--- config.mk ---
export PLATFORM = sky130hd
export DESIGN_NAME = modarith_result
export DESIGN_NICKNAME = d
export VERILOG_FILES = /design/src/hdl/modarith_pkg.sv /design/src/hdl/modarith_result.sv
export SDC_FILE = /design/constraint.sdc
export NUM_CORES = 1
export LEC_CHECK = 0
export BUFFER_PORTS_ARGS = -buffer_cell sky130_fd_sc_hd__buf_2
export CORE_AREA = 2 2 201 203
export DETAILED_ROUTE_END_ITERATION = 8
export DIE_AREA = 0 0 203 205
export SYNTH_ARGS = -nofsm -noshare
export SYNTH_HDL_FRONTEND = slang
export SYNTH_SLANG_ARGS = --single-unit
--- constraint.sdc ---
create_clock -name clk -period 0.8 [get_ports clk]
set_input_delay 0.16 -clock clk [delete_from_list [all_inputs] [get_ports clk]]
set_output_delay 0.16 -clock clk [all_outputs]
set_load 0.03 [all_outputs]
--- src/hdl/modarith_pkg.sv ---
`default_nettype none

package modarith_pkg;

    // operand, modulus and result width
    localparam int DATA_W = 256;

    // serial multiplier bit index, counts 0 to DATA_W-1
    localparam int CNT_W = 8;

    // encoding 2'b11 is left unused and decodes as illegal
    typedef enum logic [1:0] {
        OP_ADD = 2'b00, // (a + b) mod m
        OP_SUB = 2'b01, // (a - b) mod m
        OP_MUL = 2'b10  // (a * b) mod m
    } mod_op_e;

    // one command as presented with start
    typedef struct packed {
        mod_op_e           op;
        logic [DATA_W-1:0] a;
        logic [DATA_W-1:0] b;
        logic [DATA_W-1:0] m; // modulus, above 1
    } mod_cmd_t;

    // returned result
    typedef struct packed {
        logic [DATA_W-1:0] value;
        logic              err; // illegal opcode
    } mod_res_t;

endpackage

`default_nettype wire

--- src/hdl/modarith_result.sv ---
`timescale 1ns/1ps
`default_nettype none

module modarith_result import modarith_pkg::*; (
    input  logic              clk,
    input  logic              rst_n,
    input  logic              exe_done,
    input  logic              bad_op,
    input  logic [DATA_W-1:0] exe_value,
    output mod_res_t          res,
    output logic              done
);

    // decode never raises bad_op and a go together, so the two never collide
    always_ff @(posedge clk or negedge rst_n) begin
        if (!rst_n) begin
            res  <= '0;
            done <= 1'b0;
        end else begin
            done <= exe_done | bad_op;
            if (exe_done) begin
                res <= '{value: exe_value, err: 1'b0};
            end else if (bad_op) begin
                res <= '{value: '0, err: 1'b1}; // illegal opcode
            end
        end
    end

endmodule

`default_nettype wire

# Yosys cells after proc, flatten, opt, wreduce, memory -nomap -nowiden
# Cells that the tools add are included.
dict set report totals {
  ff_bits 258
  out_inout_bits 258
  word_cells 7
}
dict set report op_classes {
  mux 2
  n_bitwise 1
  n_reduce_logical 1
}
# cell n
set ops {}
lappend ops {{257-bit 2-to-1 mux} 2}
lappend ops {{2-bit nonzero test} 1}
lappend ops {{1-bit OR} 1}

# Logic depth before layout (Yosys ltp)
dict set report logic_depth {
  depth_word 2
  depth_mapped 5
  mapped_depth_nobuf 2
}

# Worst setup path after synthesis
# OpenSTA, ideal clock, no wires.
dict set report synth_timing {
  path_type {input to register}
  startpoint {input exe_done}
  endpoint {register res[214] in the netlist's numbering}
  setup_time_ps 121
  arrival_time_ps 826
  required_time_ps 679
  slack_ps -147
  cell_stages 4
  n_path_buf 3
  path_cell_list {buf_4 > buf_2 > buf_2 > a22o_1}
}
dict set report synth_between {
  elab_chain_len 1
  word_cells_on_any_way 2
  cone_classes {mux: 1; reduce/logical: 1}
}
# element line_no
set synth_rtl {}
lappend synth_rtl {{from (decl)} modarith_result.sv:7} ;# input logic exe_done,
lappend synth_rtl {{257-bit 2-to-1 mux or 2-bit nonzero test (tied branches)} --}
lappend synth_rtl {{to (signal assigned)} modarith_result.sv:22} ;# res <= '{value: exe_value, err: 1'b0};
lappend synth_rtl {{to (signal assigned)} modarith_result.sv:24} ;# res <= '{value: '0, err: 1'b1};
lappend synth_rtl {{to (decl)} modarith_result.sv:10} ;# output mod_res_t res,
# Parallel ways exist; a longest one is shown, timed or not.
# A chain may end at the register's enable or synchronous reset.

# Worst setup path after layout
dict set report layout_timing {
  startpoint {register res[194] in the netlist's numbering}
  endpoint {output res[194] in the netlist's numbering}
}
# No word-level cell between the ends.

==> impl_metrics.csv <==
group,metric,value,unit
worst_setup_path,setup.worst_path.end,"res[194]",
yosys,synthCells,575,
yosys,seq_area_frac_synth,70.4,%
route,final_antenna_net_count,0,
sta,finalHoldWorstSlack,0.105,ns
yosys,mux_contribution_to_synthesized_area,0,%
floorplanning,rows,73,
route,post-route-drc-count,0,
worst_setup_path,startpoint_type,"register",
sta,final_ws_setup,-0.515,ns
clocking,cts_inserted_buffers,28,
worst_setup_path,critPathRequiredTime,0.64,ns
outcome,violations_in_the_final_reports,"setup timing",
worst_setup_path,crit_path_end_kind,"output port",
global_routing,largest_net_degree_at_the_start_of_global_routing,45,
clocking,cts_tree,"yes",
yosys,fraction_of_the_mapped_netlist_area_in_adder_cells,0,%
yosys,synthDominantAreaCellType,"dfrtp_1",
finish,number_of_diodes,0,
placed_design,gp_congestion,0.859,
sta,worst_slew_pin_slew,0.264,ns
yosys,post-synth-top-count-cell,"dfrtp_1",
worst_setup_path,cp_max_fo,2,
finish,finalCoreUtilization,49.8,%
sta,period_share,164,%
yosys,synth.distinct_cells,9,
yosys,yosys.area_share.xor_xnor,0,%
global_routing,grt_use_total,17.7,%
worst_setup_path,path_type_of_the_worst_setup_path,"reg -> out",
clocking,clock-sinks,258,
clocking,cts.root.buffer_cell,"clkbuf_16",
placed_design,post_place_cells,1623,
clocking,htreeDepth,1,
job,max_cap_viol_count,0,
yosys,synth-edff-count,0,
power,ir_drop,1.52,mV
yosys,synth.top_cell.area_share,70.4,%
finish,post_route_cells_drive_above_1_share,50.7,%
sta,hold_viol,0,
route,dr.first_iter.drc_count,511,
power,power.density,1940,nW/um^2
yosys,yosys.area_share.simple,0.300,%
yosys,synth-main-ff-cell,"dfrtp_1",
floorplanning,fp.dieW,203,microns
finish,final_cell_count_no_fill,2106,
sta,setup-violations-final,402,
worst_setup_path,critPathTopFamily,"flip-flops",
route,dr.pass1.iters,5,
hold_path,hold_class,"in -> reg",
power,design_power_total,38.0,mW
placed_design,dp.final_hpwl,21800,microns
worst_setup_path,timing.critical_path.slowest_cell_delay,0.44,ns
global_routing,first_global_vias,10521,
route,wirelength,40300,microns
floorplanning,core,39400,sq um
yosys,synth-compound-area-share,24.5,%
worst_setup_path,worst_r2r_path_depth,3,
sta,timing_max_transition_violations_final,0,
yosys,syn_area_per_cell,15.9,sq um
global_routing,globalRouteOverflowTotal,0,
power,p_leak,9.71,nW
sta,relSlewSlack,82.4,%
yosys,ys.warnings.count,0,
sta,min_period,1.31,ns
yosys,synth_area_leaders,"dfrtp_1, a22o_1, buf_6",
worst_setup_path,critical_path.reg2reg.endpoint,"res[111]$_DFFE_PN0P_",
yosys,synth_fp_nets,835,
floorplanning,initial_standard_cell_utilization_of_the_core,23.3,%
sta,unrepaired_setup_endpoints_after_global_routing,"true",
outcome,run_status,"finished with violations",
sta,clock_skew,0,ns
worst_setup_path,critPathBufInv,1,
clocking,insertion_delay,0.53,ns
worst_setup_path,worst_setup_path_startpoint,"res[194]$_DFFE_PN0P_",
finish,nets,1819,
yosys,yosys_register_bits,258,
global_routing,initial_antenna_violation_count,0,
global_routing,grt_first_pass_wirelength,58500,microns
route,final_routed_wire_length_divided_by_cell_count,19.1,microns
finish,fillCellCount,3159,
route,detailroute.via_count,9628,
worst_setup_path,timing.critical_path.slowest_stage_cell,"dfrtp_1",
worst_setup_path,launch_instance_of_the_worst_register_to_register_path,"res[111]$_DFFE_PN0P_",
worst_setup_path,critical_path_depth,1,
floorplanning,die_h,205,microns
clocking,path_clk_slew,0.06,ns
yosys,combinational_family_with_the_most_area_after_synthesis,"compound AO/OA/AOI/OAI gates",
yosys,mappedNetlistArea,9170,sq um
clocking,ctsLongestPathBuffers,3,
floorplanning,design.die.area,41600,sq um
finish,layout-area-overhead-vs-synth,114,%
sta,fmax,0.761,GHz
worst_setup_path,critical_path.cell_chain,"buf_6",
worst_setup_path,worst-r2r-setup-slack,-0.20,ns
floorplanning,floorplan.io_pins,518,
placed_design,port_buffers,517,
route,vias_per_instance,4.57,
worst_setup_path,worst_ep_arrival_time,1.15,ns
yosys,synth_commonest_cells,"dfrtp_1, a22o_1, buf_2",
yosys,synth_async_sr_flop_share,100,%
layout make-up:
type | instances | area (sq um) | area share [%]
timing repair buffer | 1011 | 9220 | 47.0
inverter | 1 | 3.75 | 0.0192
multi-input combinational | 259 | 2270 | 11.6
clock inverter | 11 | 155 | 0.792
tap | 525 | 657 | 3.35
sequential | 258 | 6460 | 33.0
clock buffer | 41 | 831 | 4.24
layer usage:
layer  vias up  share of wire, %  GRT usage, %
met2       481                53          33.0
met5         -                 0             0
li1       4191                 -             -
met3       121               5.9          3.23
met1      4835                37          19.5
met4         0               4.2          8.26
through the flow:
| step | area (sq um) | TNS [ns] | worst slack, ns |
|---|---|---|---|
| 4_1_cts | 18900 | -120.82 | -0.534 |
| 3_3_place_gp | 12800 | -56.85 | -0.263 |
| 6_report | 19600 | -120.55 | -0.515 |
| 3_5_place_dp | 12800 | -61.74 | -0.296 |
| 2_1_floorplan | 9360 | -14.09 | -0.0640 |
| 5_1_grt | 19600 | -132.55 | -0.537 |
registers in the layout, indices dropped and copies added, names as in the netlist:
register / flops
res: 257
done: 1
repair_timing:
| action | CTS | global route |
|---|---|---|
| endpoints found under the setup margin | 258 | 379 |
| setup buffers | 121 | 92 |
| pin swaps | 8 | 40 |
| gates resized for setup | 516 | 89 |
| hold endpoints to repair | 515 | 0 |
| hold buffers | 258 | 0 |
power breakdown:
group	switching, mW	leakage (nW)	total (mW)	internal (mW)
clock network	5.31	0.492	13.8	8.46
registers	0.863	3.25	14.9	14.0
logic	4.33	5.97	9.36	5.03
total	10.5	9.71	38.0	27.5
cells in the final DEF (no fill, tap or decap), types with 4 or more instances in the layout:
cell type / instances
clkinv_2: 7
dlygate4sd3_1: 258
clkbuf_8: 6
a22o_1: 256
dfrtp_1: 257
buf_4: 123
clkbuf_16: 29
clkbuf_1: 6
bufinv_16: 4
buf_2: 257
buf_12: 25
buf_6: 347
cell families after synthesis:
group                  count (synthesis)
AOI/OAI and AO/OA                    256
buffers and inverters                 58
DFF                                  258
and+or+nand+nor                        3
how the worst min path moves through the flow:
stage | from | endpoint | slack (ns) | cells past startpoint
floorplan | rst_n | done$_DFF_PN0_ | -0.14 | 0
global placement | rst_n | res[244]$_DFFE_PN0P_ | 0.1 | 2
detailed placement | rst_n | res[236]$_DFFE_PN0P_ | 0.1 | 2
CTS | exe_done | res[69]$_DFFE_PN0P_ | 0.07 | 3
global route | exe_done | res[69]$_DFFE_PN0P_ | 0.09 | 3
finish | exe_done | res[69]$_DFFE_PN0P_ | 0.11 | 3
(Power assumes the default switching activity.)
