## config.mk

```make
export PLATFORM = sky130hd
export DESIGN_NAME = modarith_decode
export DESIGN_NICKNAME = d
export VERILOG_FILES = /design/src/hdl/modarith_pkg.sv /design/src/hdl/modarith_decode.sv
export SDC_FILE = /design/constraint.sdc
export NUM_CORES = 1
export LEC_CHECK = 0
export BUFFER_PORTS_ARGS = -buffer_cell sky130_fd_sc_hd__buf_2
export CAP_MARGIN = 10
export CORE_AREA = 5 5 592 594
export CTS_CLUSTER_DIAMETER = 40
export DETAILED_ROUTE_END_ITERATION = 7
export DIE_AREA = 0 0 597 599
export PLACE_DENSITY_LB_ADDON = 0.12
export SLEW_MARGIN = 15
export SYNTH_ARGS = -nofsm -noshare
export SYNTH_HDL_FRONTEND = slang
export SYNTH_SLANG_ARGS = --single-unit
```

## constraint.sdc

```tcl
create_clock -name clk -period 23.6 [get_ports clk]
set_input_delay 2.36 -clock clk [delete_from_list [all_inputs] [get_ports clk]]
set_output_delay 2.36 -clock clk [all_outputs]
set_load 0.01 [all_outputs]
```

## src/hdl/modarith_pkg.sv

```systemverilog
`default_nettype none

package modarith_pkg;

    // operand, modulus and result width
    localparam int DATA_W = 256;

    // serial multiplier bit index, counts 0 to DATA_W-1
    localparam int CNT_W = 8;

    // encoding 2'b11 is left unused and decodes as illegal
    typedef enum logic [1:0] {
        OP_ADD = 2'b00, // (a + b) mod m
        OP_SUB = 2'b01, // (a - b) mod m
        OP_MUL = 2'b10  // (a * b) mod m
    } mod_op_e;

    // one command as presented with start
    typedef struct packed {
        mod_op_e           op;
        logic [DATA_W-1:0] a;
        logic [DATA_W-1:0] b;
        logic [DATA_W-1:0] m; // modulus, above 1
    } mod_cmd_t;

    // returned result
    typedef struct packed {
        logic [DATA_W-1:0] value;
        logic              err; // illegal opcode
    } mod_res_t;

endpackage

`default_nettype wire

```

## src/hdl/modarith_decode.sv

```systemverilog
`timescale 1ns/1ps
`default_nettype none

module modarith_decode import modarith_pkg::*; (
    input  logic     clk,
    input  logic     rst_n,
    input  logic     start,
    input  mod_cmd_t cmd,
    input  logic     done,
    output mod_cmd_t exe_cmd,
    output logic     add_go,
    output logic     mul_go,
    output logic     bad_op,
    output logic     busy
);

    logic accept;
    logic pend; // command latched, not yet dispatched

    // a start in the done cycle is taken, busy simply stays up
    assign accept = start & (~busy | done);

    always_ff @(posedge clk or negedge rst_n) begin
        if (!rst_n) begin
            busy <= 1'b0;
            pend <= 1'b0;
        end else begin
            pend <= accept;
            if (accept) begin
                busy <= 1'b1;
            end else if (done) begin
                busy <= 1'b0;
            end
        end
    end

    // held constant for the whole command, the multiplier relies on it
    always_ff @(posedge clk) begin
        if (accept) begin
            exe_cmd <= cmd;
        end
    end

    // exactly one pulse per accepted command
    always_ff @(posedge clk or negedge rst_n) begin
        if (!rst_n) begin
            add_go <= 1'b0;
            mul_go <= 1'b0;
            bad_op <= 1'b0;
        end else begin
            add_go <= 1'b0;
            mul_go <= 1'b0;
            bad_op <= 1'b0;
            if (pend) begin
                case (exe_cmd.op)
                    OP_ADD, OP_SUB: add_go <= 1'b1;
                    OP_MUL:         mul_go <= 1'b1;
                    default:        bad_op <= 1'b1;
                endcase
            end
        end
    end

endmodule

`default_nettype wire

```

-- Yosys cells after proc, flatten, opt, wreduce, memory -nomap -nowiden
Cells that the tools add are included.
- mux-type cells: 8
- reduce and logical (&&, ||, !) cells: 4
- equal/unequal tests: 2
- bitwise gates (word level): 3
- operator list (operator ; number):
    $mux W1 ; 8
    $reduce_or A3 Y1 ; 1
    $eq A2 B1 Y1 const B ; 1
    $eq A2 B2 Y1 const B ; 1
    $logic_not A2 Y1 ; 1
    $reduce_bool A2 Y1 ; 1
    $reduce_or A2 Y1 ; 1
    $and A1 B1 Y1 ; 1
    $not A1 Y1 ; 1
    $or A1 B1 Y1 ; 1
- logic and storage cells: 26
- flip-flop bits (word level): 775
- bits of input ports: 774
- output and inout bits: 774

-- Logic depth before layout (Yosys ltp)
- depth after elaboration: 4
- gate-level depth with buffers: 2
- mapped depth without buffers: 2

-- Worst setup path after synthesis
Ideal clock, no wire load.
- path type: input to register
- start point: input port done
- end point: register pend
- required time: 21.619 ns
- setup slack: 1.874 ns
- cell stages on the path: 2
- path buffers: 0
- data arrival time: 19.744 ns
- path through: nand2b_4 > and2_1
- word-level cells in the longest chain between the ends: 2
- ends and longest elaborated chain (what ; RTL line ; source):
    start, declared ; modarith_decode.sv:9 ; input logic done,
    $or A1 B1 Y1 ; modarith_decode.sv:21 ; assign accept = start & (~busy | done);
    $and A1 B1 Y1 ; modarith_decode.sv:21 ;
    via accept ; modarith_decode.sv:17 ; logic accept;
    end signal, assigned ; modarith_decode.sv:28 ; pend <= accept;
    end, declared ; modarith_decode.sv:18 ; logic pend;
The timed path passes the listed nets, and every way through them passes these cells.
A chain may end at the register's enable or synchronous reset.

-- Worst setup path in the final report
- start point: input port start
- end point: register exe_cmd[619] in the netlist's numbering, enable pin
- word-level cells in the longest chain between the ends: 1
- ends and longest elaborated chain (what ; RTL line ; source):
    start, declared ; modarith_decode.sv:7 ; input logic start,
    $and A1 B1 Y1 ; modarith_decode.sv:21 ;
    via accept ; modarith_decode.sv:17 ;
    end signal, assigned ; modarith_decode.sv:40 ; exe_cmd <= cmd;
    end, declared ; modarith_decode.sv:10 ; output mod_cmd_t exe_cmd,
The timed path passes the listed nets, and every way through them passes these cells.

==> results.py <==
metrics = {
    "status": {
        "status": "finished, final reports clean",
    },
    "critical_path": {
        "cp.depth": 7,
        "crit_chain": "buf_2, and2_4, buf_4, buf_12, buf_4, buf_4, buf_4",
        "endpoint_kind": "flip-flop",
        "crit_top_cell": "buf_4",
        "critPathMaxStageDelay_ps": 870,
        "critPathArrivalTime_ps": 7420,
        "worstPathMaxFanout": 141,
        "path_class": "in -> reg",
        "critPathRequiredTime_ps": 24030,
        "cp_slowest_cell": "buf_4",
        "start_kind": "input pin",
        "critPathBufInv": 6,
        "reg2reg_depth": 7,
        "cp_top_family": "buffers and inverters",
    },
    "timing": {
        "tns_ps": 0,
        "worst_slew_pin_slew_ps": 1070,
        "drv_slew": 0,
        "fin_skew_ps": 58.8,
        "rsz0062_at_grt": "no",
        "max_freq_mhz": 143,
        "hold_viol_final": 0,
        "finalCriticalPeriod_ps": 6990,
        "relSlewSlack_pct": 28.5,
        "setup_viol": 0,
        "fin_crit_sh_pct": 29.6,
    },
    "routing": {
        "vias_per_cell": 2.33,
        "drt_iter0_drc": 887,
        "wl_per_cell_um": 25.2,
        "wirelength_um": 186000,
        "vias": 17200,
        "ant_nets": 0,
        "drc_errors": 0,
        "firstDrtPassIters": 5,
    },
    "clocking": {
        "cts_setup_buffers": 0,
        "clkSlewWorstSetupHoldPaths_ps": 40,
        "clk_latency_ps": 870,
        "cts_resized": 0,
        "cts_made_buffers": 225,
        "cts_root_buffer": "clkbuf_16",
        "htree_levels": 4,
        "cts_buffer_depth": 4,
        "ctsHoldBuffers": 0,
        "cts_tree": "done",
        "clock_sinks": 775,
    },
    "grt": {
        "grt_overflow": 0,
        "grt_pass1_vias": 18100,
        "grt_max_degree": 142,
        "grt_pass1_wl_um": 224000,
        "track_usage_pct": 9.83,
        "antenna_found_initial": 237,
    },
    "logic_synthesis": {
        "synth_area_leader_cell": "edfxtp_1",
        "ys_types": 9,
        "synth_area_per_cell_um2": 29.8,
        "synthTopCellsByArea": "edfxtp_1 (99%), dfrtp_1 (0.54%), nand2b_4 (0.059%)",
        "ys_ff_latch": 775,
        "yosysTopAreaCellShare_pct": 99.3,
        "synthTopCellsByCount": "edfxtp_1 (770), dfrtp_1 (5)",
        "synth_edf_count": 770,
        "synth_fp_nets": 1556,
        "ys_seq_area_share_pct": 99.8,
        "synth_top_flop_cell": "edfxtp_1",
        "syn-instance-count": 782,
        "netlist_area_mm2": 0.0233,
        "post-synth-top-count-cell": "edfxtp_1",
        "async_reset_ff_share_pct": 0.645,
        "synth-warning-count": 0,
    },
    "run": {
        "drv_cap": 0,
    },
    "placement": {
        "gp_congestion": 0.775,
        "post_dp_cell_area_mm2": 0.0369,
        "placed_cells": 6918,
        "port_buffers": 1547,
        "hpwl_um": 158000,
    },
    "floorplan": {
        "start_util_pct": 6.76,
        "die_h_um": 599,
        "coreArea_mm2": 0.345,
        "ios": 1548,
        "rows": 216,
        "die_width_um": 597,
        "die_area_mm2": 0.358,
    },
    "hold_path": {
        "whs_path_depth": 2,
        "hp-class": "reg -> reg",
    },
    "layout": {
        "synthToLayoutAreaGrowth_pct": 91.8,
        "stdcell_area_mm2": 0.0447,
        "fin_cells": 7381,
        "drive_above_1_share_pct": 68.7,
        "final_nets": 3341,
    },
    "pwr": {
        "p_leak_nw": 17.3,
        "max-vdd-ir-drop_uv": 58.2,
        "power.density_mw_per_mm2": 112,
    },
}
final timing paths:
check                       from           end  slack (ps)
max                        start  exe_cmd[619]       16610
min                         busy          busy         580
max reg2reg                 busy  exe_cmd[619]       18010
min reg2reg                 busy          busy         580
max in group asynchronous  rst_n          busy       21930
min in group asynchronous  rst_n        mul_go        1400
state kept, by name, indices dropped and copies added (netlist names):
| register | cells |
|---|---|
| exe_cmd | 770 |
| add_go | 1 |
| bad_op | 1 |
| busy | 1 |
| mul_go | 1 |
| pend | 1 |
per-layer routing:
| layer | global-route usage [%] | part of all wire, % |
|---|---|---|
| met4 | 2.78 | 2.6 |
| met3 | 6.11 | 14 |
| met5 | 0 | 0.54 |
| met1 | 9.96 | 34 |
| met2 | 16.8 | 49 |
per-stage QoR:
stage / utilization, % / power (W) / setup slack, ps / hold WS (ps)
floorplan: - / 0.00178 / 1870 / 479
detailed placement: 10.7 / 0.00196 / 15640 / 576
global route: 12.9 / 0.00523 / 16370 / 617
global placement: 10.7 / 0.00196 / 15620 / 589
CTS: 12.9 / 0.00516 / 16620 / 587
finish: 13.0 / 0.00502 / 16610 / 575
layout make-up:
cell class	instances	area (um^2)
fill	38900	300000
sequential	775	23200
timing repair buffer	1558	7850
clock buffer	255	5760
tap	4578	5730
clock inverter	150	1900
antenna	58	145
multi-input combinational	7	48.8
cell families after synthesis:
family           share of synthesized area (%)
DFF                                       99.8
and+or+nand+nor                          0.199
power by group:
part	switching (W)	leakage, nW	total (W)	internal [W]
combinational	0.000178	6.18	0.000271	0.0000924
clock	0.000947	3.70	0.00311	0.00216
sequential	0.0000287	7.40	0.00164	0.00161
total	0.00115	17.3	0.00502	0.00386
layout by cell type (no fill, tap or decap), drive strengths merged:
cell | synthesis | final
dfrtp | 5 | 5
bufinv | 0 | 40
clkinv | 0 | 94
and2 | 1 | 1
and3 | 1 | 1
nand2b | 2 | 2
clkbuf | 0 | 255
nand2 | 1 | 1
edfxtp | 770 | 770
clkinvlp | 0 | 13
nor2b | 1 | 1
buf | 0 | 1558
nor2 | 1 | 1
inv | 0 | 3
diode | 0 | 58
worst register-to-register path, cell delays in order, from the launching register on:
cell      delay, ps
dfrtp_1         420
nand2b_4         90
and2_4          510
buf_4           780
buf_12          630
buf_4          1100
buf_4           720
buf_4           880
(Power assumes the default switching activity.)
